### config.mk
export PLATFORM = sky130hd
export DESIGN_NAME = dbus_gpio_regs
export DESIGN_NICKNAME = d
export VERILOG_FILES = /design/src/common/dbus_pkg.sv /design/src/logic/dbus_gpio_regs.sv
export VERILOG_INCLUDE_DIRS = /design/src /design/src/common
export SDC_FILE = /design/constraint.sdc
export NUM_CORES = 1
export LEC_CHECK = 0
export ABC_AREA = 1
export BUFFER_PORTS_ARGS = -buffer_cell sky130_fd_sc_hd__clkbuf_2
export CORE_UTILIZATION = 45
export DETAILED_ROUTE_END_ITERATION = 8
export PLACE_DENSITY_LB_ADDON = 0.08
export SYNTH_ARGS = -nofsm -noshare
export SYNTH_HDL_FRONTEND = slang
export SYNTH_SLANG_ARGS = --single-unit
### constraint.sdc
create_clock -name clk -period 1.83 [get_ports clk]
set_input_delay 0.2745 -clock clk [delete_from_list [all_inputs] [get_ports clk]]
set_output_delay 0.2745 -clock clk [all_outputs]
set_load 0.005 [all_outputs]
### src/common/dbus_params.svh
// ------------------------------
// Data bus parameters
//   bus widths
//   address map for DMEM and GPIO
//   GPIO register indices
//   request buffer depth
// ------------------------------

`ifndef DBUS_PARAMS_SVH
`define DBUS_PARAMS_SVH

`define DBUS_ADDR_WIDTH     32
`define DBUS_DATA_WIDTH     32

// Data memory at 0x0000_0000 .. 0x0000_03FF
`define DMEM_REGION_MATCH   22'h0
`define DMEM_WORDS          256

// GPIO page at 0x8000_0000
`define GPIO_SEL_MATCH      20'h80000
`define GPIO_REG_OUT        10'd0
`define GPIO_REG_DIR        10'd1
`define GPIO_REG_IN         10'd2

// Also the initial credit count of the core
`define DBUS_FIFO_DEPTH     4

`endif
### src/common/dbus_pkg.sv
// ------------------------------
// Data bus shared types
//   ld_ops_e    load kinds
//   st_ops_e    store kinds
//   dbus_addr_u two views of one
//               bus address
// ------------------------------

package dbus_pkg;

    typedef enum logic [2:0] {
        LD_OPS_NONE = 3'b000,
        LD_OPS_LB   = 3'b001,
        LD_OPS_LBU  = 3'b010,
        LD_OPS_LH   = 3'b011,
        LD_OPS_LHU  = 3'b100,
        LD_OPS_LW   = 3'b101
    } ld_ops_e;

    typedef enum logic [1:0] {
        ST_OPS_NONE = 2'b00,
        ST_OPS_SB   = 2'b01,
        ST_OPS_SH   = 2'b10,
        ST_OPS_SW   = 2'b11
    } st_ops_e;

    // Memory view, 1 KB region
    typedef struct packed {
        logic [21:0] region;
        logic [7:0]  word_idx;
        logic [1:0]  byte_off;
    } dmem_addr_s;

    // Peripheral view, 4 KB page
    typedef struct packed {
        logic [19:0] sel;
        logic [9:0]  reg_idx;
        logic [1:0]  byte_off;
    } peri_addr_s;

    typedef union packed {
        dmem_addr_s mem;
        peri_addr_s peri;
    } dbus_addr_u;

endpackage : dbus_pkg

### src/logic/dbus_gpio_regs.sv
// ------------------------------
// GPIO register target
//   output and direction regs
//   synchronized input port
// ------------------------------

`timescale 1ns/1ns
`include "dbus_params.svh"

module dbus_gpio_regs (
    input  logic                          clk,
    input  logic                          rst_n_i,
    input  logic                          sel_i,
    input  logic                          wen_i,
    input  logic [`DBUS_ADDR_WIDTH-1:0]   addr_i,
    input  logic [`DBUS_DATA_WIDTH-1:0]   wdata_i,
    input  logic [3:0]                    be_i,
    input  logic [31:0]                   gpio_in_i,
    output logic [`DBUS_DATA_WIDTH-1:0]   rdata_o,
    output logic [31:0]                   gpio_out_o,
    output logic [31:0]                   gpio_dir_o
);

    dbus_pkg::dbus_addr_u addr_u;
    logic [31:0]          in_meta;
    logic [31:0]          in_sync;

    assign addr_u = addr_i;

    always_ff @(posedge clk or negedge rst_n_i) begin
        if (!rst_n_i) begin
            gpio_out_o <= '0;
            gpio_dir_o <= '0;   // All pins inputs
            in_meta    <= '0;
            in_sync    <= '0;
            rdata_o    <= '0;
        end else begin
            in_meta <= gpio_in_i;
            in_sync <= in_meta;
            if (sel_i) begin
                case (addr_u.peri.reg_idx)
                    `GPIO_REG_OUT: rdata_o <= gpio_out_o;
                    `GPIO_REG_DIR: rdata_o <= gpio_dir_o;
                    `GPIO_REG_IN:  rdata_o <= in_sync;
                    default:       rdata_o <= '0;
                endcase
            end
            for (int b = 0; b < 4; b++) begin
                if (sel_i && wen_i && be_i[b]) begin
                    if (addr_u.peri.reg_idx == `GPIO_REG_OUT) gpio_out_o[b*8 +: 8] <= wdata_i[b*8 +: 8];
                    if (addr_u.peri.reg_idx == `GPIO_REG_DIR) gpio_dir_o[b*8 +: 8] <= wdata_i[b*8 +: 8];
                end
            end
        end
    end

endmodule : dbus_gpio_regs

# Word level (Yosys, flattened, before mapping)
# Cells that the tools add are included.
[word_totals]
output_inout_bits = 96
ff_bits = 160
[op_classes]
muxes = 1
reduce_logical = 14
n_eq_ne = 2
[op_table]
columns = ["operator", "count"]
rows = [
  ["32-bit one-hot mux with 3 select lines", 1],
  ["2-bit AND reduction", 8],
  ["10-bit by 1-bit equality test with 1-bit output (second input constant)", 1],
  ["10-bit by 2-bit equality test with 1-bit output (second input constant)", 1],
  ["10-bit logical NOT", 1],
  ["1-bit logical AND", 5],
]

# Logic depth before layout (Yosys ltp)
# Gate-level depths: netlist of the first run.
[depth]
depth_word = 3
ltp_mapped = 10
ltp_nobuf = 7

# Worst setup path after synthesis of the first run
# OpenSTA, ideal clock, no wires.
[synth_path]
kind = "input port to flip-flop"
startpoint = "input addr_i[9]"
endpoint = "register gpio_out_o[13]"
path_slack_ns = 0.526
path_stages = 8
setup_time_ns = 0.119
arrival_ns = 1.185
n_path_buf = 1
cell_sequence = "nor2_1 > nand2_1 > nor2_4 > nand2_2 > nor2_4 > buf_4 > nand2_1 > o21a_1"
[synth_via]
elab_chain_len = 2
[synth_rtl]
columns = ["element", "line_no", "source"]
rows = [
  ["start: declaration", "dbus_gpio_regs.sv:15", "input logic [`DBUS_ADDR_WIDTH-1:0] addr_i,"],
  ["10-bit logical NOT", "-", ""],
  ["2-bit AND reduction (no source line)", "-", ""],
  ["end signal: indexed assignment", "dbus_gpio_regs.sv:50", "if (addr_u.peri.reg_idx == `GPIO_REG_OUT) gpio_out_o[b*8 +: 8] <= wdata_i[b*8 +: 8];"],
  ["end: declaration", "dbus_gpio_regs.sv:20", "output logic [31:0] gpio_out_o,"],
]
# No other way between the ends.
# A chain may end at the register's enable or synchronous reset.

# Worst setup path in the final report of the first run
[layout_path]
startpoint = "input addr_i[7]"
endpoint = "register gpio_out_o[9]"
# Same word-level chain as after synthesis.

==> flow_summary_export.csv, run 1 <==
group,metric,value,unit
outcome,status,"completed",
sta,post-route-period-util,77.1,%
yosys,ys_top_cells_by_count,"nand2_1, dfrtp_1, nand3_1",
yosys,yosysMostFrequentCell,"nand2_1",
setup_path,critPathKind,"input pin to register",
route,drt_iter0_drc,253,
die,die_x,120,microns
cts,cts_made_buffers,17,
yosys,synthTopCellsByArea,"dfrtp_1, nand3_1, nand2_1",
power_and_ir_drop,power_density,883,nW/um^2
sta,hold_viol,0,
flow_run,maxCapViolCount,0,
route,drc_errors,0,
power_and_ir_drop,vdd_drop_max,0.594,mV
setup_path,cp.arrival,1.71,ns
grt,grt_max_degree,57,
route,final_antenna_net_count,0,
power_and_ir_drop,p_leak,0.00431,uW
placed_design,port_buffers,177,
yosys,synthesis.area,6220,sq um
cts,htreeDepth,4,
grt,first_global_vias,4992,
route,first_pass_iters,4,
sta,clock.fmax,709,MHz
setup_path,cp-start-kind,"input pin",
grt,overflow,0,
layout,drive_gt1_share,28.5,%
grt,gr-max-usage-layer,"met2",
setup_path,worst_setup_path_end_kind,"register",
cts,clock_sink_count,160,
grt,antenna_found_initial,0,
sta,setup_viol,0,
setup_path,regToRegSetupSlack,1.01,ns
route,vias,4990,
grt,grt_use_met3,5.09,%
sta,hold_slack,0.108,ns
cts,cts_tree,"done",
yosys,synth_area_leader_cell,"dfrtp_1",
route,wl_per_cell,15.5,microns
sta,slew_viol_final,0,
sta,period_needed,1.41,ns
yosys,synth_cell_types,19,
setup_path,critPathRequiredTime,2.13,ns
yosys,synth-seq-cells,160,
layout,area_delta_synth_final,32.4,%
layout,n_antenna_cell,0,
placed_design,dp_hpwl,10.6,mm
cts,clockBufferDepth,2,
die,io_pins,200,
route,wirelength,15.8,mm
cts,clk_latency,0.42,ns
sta,finClkSkew,0.00884,ns
die,initial_utilization,46.6,%
die,rows,42,
sta,rsz0062_at_grt,"no",
yosys,async_flop_share,100,%
sta,worstMarginPinSlew,0.466,ns
die,die_h,120,microns
grt,grt_pass1_wl,25.4,mm
die,die-area,14300,sq um
placed_design,gp_congestion,0.773,
layout,layout.nets,934,
cts,cts_resized,0,
grt,grt_usage,23.4,%
yosys,synth_flop_cell,"dfrtp_1",
yosys,ys_seq_area_share,64.4,%
sta,setup_tns,0,ns
yosys,synth_edf_count,0,
route,routed_via_density,4.91,
yosys,yosysWarnings,0,
setup_path,cp_max_fo,16,
cts,path_clk_slew,0.06,ns
yosys,synthesis.nets,717,
yosys,netlist_instances,613,
die,core,13300,sq um
sta,maxSlewHeadroom,69.0,%
hold_path,hp-class,"input pin to register",
cts,clockRootBuffer,"clkbuf_16",
layout,final_util,61.7,%
yosys,synth_top_area_share,64.4,%
grt,met1_usage,31.4,%
yosys,synth.avg_cell_area,10.1,sq um
grt,grtUsageMet2,37.4,%
-- placed cells by master, fill, tap and decap left out, types with 3 or more instances in the layout --
master,synthesis,final
clkbuf_16,0,17
nor2_1,8,7
buf_12,0,5
nor2_4,6,7
inv_1,40,40
o21ai_0,33,33
nand3_4,3,3
clkinvlp_4,0,3
dlygate4sd3_1,0,33
nand2_1,163,163
dfrtp_1,160,160
buf_4,4,17
o21a_1,32,32
clkbuf_1,11,4
clkbuf_2,0,176
clkbuf_8,0,3
nand3_1,129,129
-- flip-flops by register name (all words and copies together), names as in the netlist --
| name | flops |
|---|---|
| in_meta | 32 |
| gpio_out_o | 32 |
| rdata_o | 32 |
| in_sync | 32 |
| gpio_dir_o | 32 |
-- stage by stage --
stage               cells  total power, uW  cell area [sq um]  setup WS (ns)
floorplan             613             3790               6220          0.526
global placement      954             4030               7360          0.117
detailed placement    954             4040               7360         0.0557
CTS                  1016             7330               8230          0.411
global route         1016             7530               8230          0.298
finish               1016             7260               8230          0.419
-- cells by family (layout without fill, tap and decap cells) --
group                  after synthesis  in the layout  share of synthesized area (%)
flip-flops                         160            160                           64.4
buffers and inverters               75            302                           5.82
AND/OR/NAND/NOR                    313            313                           23.2
AO/OA/AOI/OAI                       65             65                           6.52
-- metal layers --
metal | up-vias | wire length (microns)
met5 | - | 0
met4 | 0 | 176
met3 | 16 | 1040
met2 | 173 | 7710
met1 | 2378 | 6850
li1 | 2423 | -
-- cell type report --
| class | count | area, sq um |
|---|---|---|
| Clock buffer | 24 | 482 |
| Clock inverter | 5 | 57.6 |
| Fill cell | 1165 | 5120 |
| Inverter | 41 | 154 |
| Multi-Input combinational cell | 378 | 1860 |
| Sequential cell | 160 | 4000 |
| Tap cell | 176 | 220 |
| Timing Repair Buffer | 232 | 1450 |
-- worst max-delay path: stages --
cell and delay [ns]:
clkbuf_2 0.08, nor2_1 0.16, nand2_1 0.14, nor2_4 0.19
nand2_2 0.18, nor2_4 0.40, nand2_1 0.13, o21a_1 0.15
-- worst paths after layout --
path	end	cells after the start	start
max	gpio_out_o[9]	8	addr_i[7]
min	gpio_dir_o[11]	3	wdata_i[11]
max reg2reg	rdata_o[20]	4	gpio_dir_o[20]
min reg2reg	in_sync[29]	0	in_meta[29]
max in group asynchronous	rdata_o[22]	3	rst_n_i
min in group asynchronous	rdata_o[4]	2	rst_n_i
-- power by group --
group | internal [uW] | switching, uW | leakage (uW)
clock network | 1950 | 1290 | 0.000254
registers | 3620 | 26.7 | 0.00209
logic | 163 | 218 | 0.00197
total | 5730 | 1530 | 0.00431
-- what timing repair did --
action,in CTS,in global routing
setup buffers,0,0
hold buffers,33,0
hold endpoints to repair,73,0
(Power assumes the default switching activity.)
==> run 2: changes to the inputs <==
==> constraint.sdc (replaced) <==
create_clock -name clk -period 1.3 [get_ports clk]
set_input_delay 0.195 -clock clk [delete_from_list [all_inputs] [get_ports clk]]
set_output_delay 0.195 -clock clk [all_outputs]
set_load 0.005 [all_outputs]
==> run 2 against run 1 <==
Sequential share of layout area fell by 1.3 points; wire length fell by 1.1%; hold slack got worse by 0.082 ns; cell area rose by 2.7%; critical path depth fell by 7; power rose by 44%; worst setup slack got worse by 0.29 ns; flip-flop and latch count did not move; global-route usage rose by 0.11 points; final cell count rose by 2.0%; critical path type is now register to primary output; highest routed layer unchanged.
==> flow_summary_export.csv, run 2 (synthesis results as in run 1) <==
group,metric,value,unit
power_and_ir_drop,p_int,8240,uW
cts,htreeDepth,4,
setup_path,rr_worst_depth,4,
route,wirelength,15.6,mm
sta,finClkSkew,0.00631,ns
power_and_ir_drop,power.share.clock,45.8,%
placed_design,port_buffers,177,
setup_path,cp.arrival,0.97,ns
placed_design,gp_congestion,0.793,
route,wl_per_cell,15.1,microns
route,drt_iter0_drc,283,
die,io_pins,200,
die,initial_utilization,46.6,%
cts,clockRootBuffer,"clkbuf_16",
grt,grt_pass1_wl,25.5,mm
cts,post_cts_buffers,0,
cts,path_clk_slew,0.06,ns
sta,clock.fmax,856,MHz
cts,cts_made_buffers,17,
grt,overflow,0,
die,die_x,120,microns
layout,drive_gt1_share,30.3,%
setup_path,max_stage_delay,0.42,ns
power_and_ir_drop,p_seq_share,49.0,%
grt,antenna_found_initial,0,
sta,worstMarginPinSlew,0.400,ns
placed_design,dp.cells,971,
hold_path,hold_depth,3,
placed_design,postPlaceCellArea,7550,sq um
setup_path,cp_max_fo,3,
cts,clock_sink_count,160,
setup_path,critical-path-slowest-cell,"dfrtp_1",
setup_path,critPathRequiredTime,1.11,ns
power_and_ir_drop,power_density,1240,nW/um^2
cts,cts_tree,"done",
route,final_antenna_net_count,0,
hold_path,hp-class,"input pin to register",
cts,clk_latency,0.42,ns
sta,period_needed,1.17,ns
route,routed_via_density,4.93,
power_and_ir_drop,p_sw,2240,uW
cts,cts_resized,0,
grt,grt_max_degree,54,
layout,fin_area,8460,sq um
power_and_ir_drop,p_comb_share,5.2,%
die,core,13300,sq um
route,first_pass_iters,4,
die,rows,42,
setup_path,worst-path-stages,1,
setup_path,cp-start-kind,"register",
cts,holdBufCountCts,33,
layout,fin_cells,1036,
route,vias,5109,
power_and_ir_drop,p_leak,0.00445,uW
setup_path,crit_family,"flip-flops",
layout,layout_common_cells,"clkbuf_2, nand2_1, dfrtp_1",
layout,final_common_cell,"clkbuf_2",
layout,n_antenna_cell,0,
grt,grt_usage,23.6,%
grt,first_global_vias,5048,
layout,n_fill_cell,1144,
flow_run,maxCapViolCount,0,
route,drc_errors,0,
die,die_h,120,microns
setup_path,regToRegSetupSlack,0.48,ns
die,die-area,14300,sq um
cts,clockBufferDepth,2,
sta,setup_viol,0,
power_and_ir_drop,vdd_drop_max,0.751,mV
setup_path,worst_setup_path_end_kind,"primary output",
layout,layout.nets,951,
sta,post-route-period-util,89.9,%
setup_path,critPathKind,"register to primary output",
sta,maxSlewHeadroom,73.2,%
setup_path,path_cells,"clkbuf_2",
sta,slew_viol_final,0,
placed_design,dp_hpwl,10.9,mm
sta,rsz0062_at_grt,"no",
setup_path,worst-path-buf-inv,1,
layout,area_delta_synth_final,36.0,%
sta,hold_viol,0,
power_and_ir_drop,p_sw_share,21.4,%
outcome,status,"completed",
[run 2: worst paths after layout]
kind                                startpoint        endpoint
worst max-delay path            gpio_dir_o[16]  gpio_dir_o[16]
worst min-delay path               wdata_i[14]  gpio_dir_o[14]
worst max register to register  gpio_dir_o[12]     rdata_o[12]
worst min register to register     in_meta[31]     in_sync[31]
max in group asynchronous              rst_n_i  gpio_out_o[16]
min in group asynchronous              rst_n_i      rdata_o[3]
[run 2: final cells by class]
| cell class | count | area, sq um | area share [%] |
|---|---|---|---|
| timing repair buffer | 249 | 1640 | 19.4 |
| multi-input combinational | 378 | 1860 | 22.0 |
| clock buffer | 21 | 460 | 5.45 |
| clock inverter | 11 | 114 | 1.35 |
| sequential | 160 | 4000 | 47.4 |
| inverter | 41 | 154 | 1.82 |
| tap | 176 | 220 | 2.60 |
[run 2: power groups by stage]
stage	Sequential, uW	Clock [uW]	Combinational (uW)
floorplan	5210	0	122
global placement	5220	0	469
detailed placement	5220	0	476
CTS	5130	4890	558
global route	5140	5110	611
finish	5130	4800	547
[run 2: per-layer routing]
layer / wire length (microns) / GRT usage [%]
met1: 6890 / 30.7
met2: 7580 / 38.3
met3: 829 / 5.51
met4: 322 / 9.14
met5: 0 / 0
[run 2: metrics by stage]
| step | setup TNS, ns | hold WS, ns | total power (uW) | util [%] | worst slack [ns] |
|---|---|---|---|---|---|
| after global placement | -16.84 | 0.0894 | 5690 | 56.6 | -0.254 |
| after CTS | 0 | 0.0148 | 10600 | 63.3 | 0.124 |
| after detailed placement | -18.03 | 0.0897 | 5700 | 56.6 | -0.240 |
| final | 0 | 0.0253 | 10500 | 63.3 | 0.131 |
| after global routing | 0 | 0.0472 | 10900 | 63.3 | 0.0478 |
| after floorplan | 0 | -0.101 | 5330 | - | 0.0755 |
==> run 3: changes to the inputs <==
--- a/config.mk
+++ b/config.mk
@@ -8,7 +8,7 @@
 export LEC_CHECK = 0
 export ABC_AREA = 1
 export BUFFER_PORTS_ARGS = -buffer_cell sky130_fd_sc_hd__clkbuf_2
-export CORE_UTILIZATION = 45
+export CORE_UTILIZATION = 50
 export DETAILED_ROUTE_END_ITERATION = 8
 export PLACE_DENSITY_LB_ADDON = 0.08
 export SYNTH_ARGS = -nofsm -noshare
==> run 3 against run 2 <==
Global-route usage is 3.2 points higher; maximum frequency down 0.34%; highest routed layer unchanged; combinational power increased by 3%; non-clock buffer count shrank 3; register-to-register slack barely moved; power up 3.7%; count of clock-buffer cells in the layout unchanged; via count increased by 0.80%.
==> flow_summary_export.csv, run 3 (synthesis results as in run 1) <==
group,metric,value,unit
outcome,status,"completed",
cts,htreeDepth,4,
setup_path,crit_start,"addr_i[11]",
cts,clockBufferDepth,2,
cts,clockRootBuffer,"clkbuf_16",
route,routed_via_density,5.03,
sta,setup_viol,0,
hold_path,min_to,"gpio_dir_o[13]",
setup_path,r2r-end,"rdata_o[21]",
cts,clk_latency,0.42,ns
hold_path,worstHoldStart,"wdata_i[13]",
setup_path,cp_max_fo,16,
setup_path,cp-start-kind,"input pin",
sta,hold_viol,0,
sta,finClkSkew,0.00682,ns
sta,slew_viol_final,0,
placed_design,dp_hpwl,10.7,mm
layout,final_common_cell,"clkbuf_2",
placed_design,gp_congestion,0.775,
cts,path_clk_slew,0.06,ns
sta,maxSlewHeadroom,75.6,%
layout,n_antenna_cell,0,
power_and_ir_drop,power_density,1270,nW/um^2
sta,worst_slack,0.127,ns
setup_path,worst-path-buf-inv,2,
placed_design,port_buffers,177,
layout,final_util,71.0,%
route,first_pass_iters,5,
layout,layout.nets,948,
setup_path,max_stage_delay,0.19,ns
hold_path,hp-class,"input pin to register",
cts,cts_resized,0,
setup_path,critical-path-slowest-cell,"nor2_1",
grt,grt_pass1_wl,26.0,mm
sta,post-route-period-util,90.2,%
layout,fin_cells,1024,
cts,cts_tree,"done",
die,rows,40,
route,drt_iter0_drc,369,
grt,grt_max_degree,38,
layout,n_fill_cell,932,
power_and_ir_drop,vdd_drop_max,1.08,mV
sta,clock.fmax,853,MHz
sta,period_needed,1.17,ns
flow_run,maxCapViolCount,0,
route,wirelength,16.0,mm
grt,antenna_found_initial,0,
setup_path,r2r_start,"gpio_dir_o[21]",
setup_path,path_cells,"clkbuf_2 > nor2_1 > nand2_1 > nor2_4 > nand2_2 > nor2_4 > buf_12 > nand2_1 > o21a_1",
hold_path,hold_depth,3,
grt,overflow,0,
setup_path,critPathKind,"input pin to register",
placed_design,dp.cells,960,
die,die_x,114,microns
cts,cts_made_buffers,17,
route,wl_per_cell,15.6,microns
die,initial_utilization,51.5,%
route,final_antenna_net_count,0,
route,drc_errors,0,
sta,rsz0062_at_grt,"no",
sta,worstMarginPinSlew,0.367,ns
layout,area_delta_synth_final,37.8,%
placed_design,post-place-ws,-0.281,ns
layout,layout_common_cells,"clkbuf_2, nand2_1, dfrtp_1",
die,io_pins,200,
route,vias,5150,
grt,first_global_vias,5251,
setup_path,regToRegSetupSlack,0.49,ns
power_and_ir_drop,p_leak,0.00446,uW
die,core,12100,sq um
setup_path,rr_worst_depth,4,
die,die-area,12900,sq um
layout,drive_gt1_share,29.9,%
setup_path,worst_setup_path_end_kind,"register",
grt,grt_usage,26.8,%
setup_path,crit_family,"simple AND/OR/NAND/NOR gates",
setup_path,cp.arrival,1.48,ns
die,die_h,114,microns
cts,clock_sink_count,160,
setup_path,critPathRequiredTime,1.61,ns
run 3: area by class of cell:
cell class	instances	area (sq um)	share of cell area, %
Sequential cell	160	4000	46.7
Multi-Input combinational cell	378	1870	21.8
Timing Repair Buffer	246	1720	20.1
Clock buffer	21	450	5.26
Tap cell	168	210	2.45
Clock inverter	10	161	1.88
Inverter	41	154	1.80
run 3: power by group:
part | internal (uW) | leakage [uW] | switching (uW)
clock | 3250 | 0.000289 | 1920
combinational | 249 | 0.00209 | 312
sequential | 5090 | 0.00209 | 38.8
run 3: repair_timing:
item                                   CTS  global route
endpoints found under the hold margin   62             0
buffers inserted                         0             0
hold buffers                            33             0
run 3: how the worst max path moves through the flow:
stage	to	slack, ns	cells after the start
CTS	gpio_dir_o[12]	0.12	1
floorplan	gpio_out_o[13]	0.08	8
global route	gpio_out_o[20]	0.09	9
finish	gpio_out_o[11]	0.13	9
detailed placement	gpio_out_o[29]	-0.28	9
global placement	gpio_out_o[10]	-0.23	9
run 3: per-stage QoR:
step,area (sq um),hold WS (ns),total power (uW),setup TNS (ns)
3_3_place_gp,7620,0.119,5690,-15.77
5_1_grt,8570,0.0254,11200,0
2_1_floorplan,6220,-0.101,5330,0
6_report,8570,0.0232,10900,0
4_1_cts,8570,0.0133,10900,0
3_5_place_dp,7620,0.122,5710,-19.14
run 3: per-layer routing:
| layer | GRT usage [%] | up-vias | share of wire, % |
|---|---|---|---|
| li1 | - | 2451 | - |
| met1 | 33.9 | 2477 | 43 |
| met2 | 43.9 | 195 | 49 |
| met3 | 7.92 | 27 | 5.8 |
| met4 | 9.56 | 0 | 2.2 |
| met5 | 0 | - | 0 |
run 3: worst min-delay path, stage by stage:
cell      delay, ns
clkbuf_2       0.08
inv_1          0.05
o21ai_0        0.07
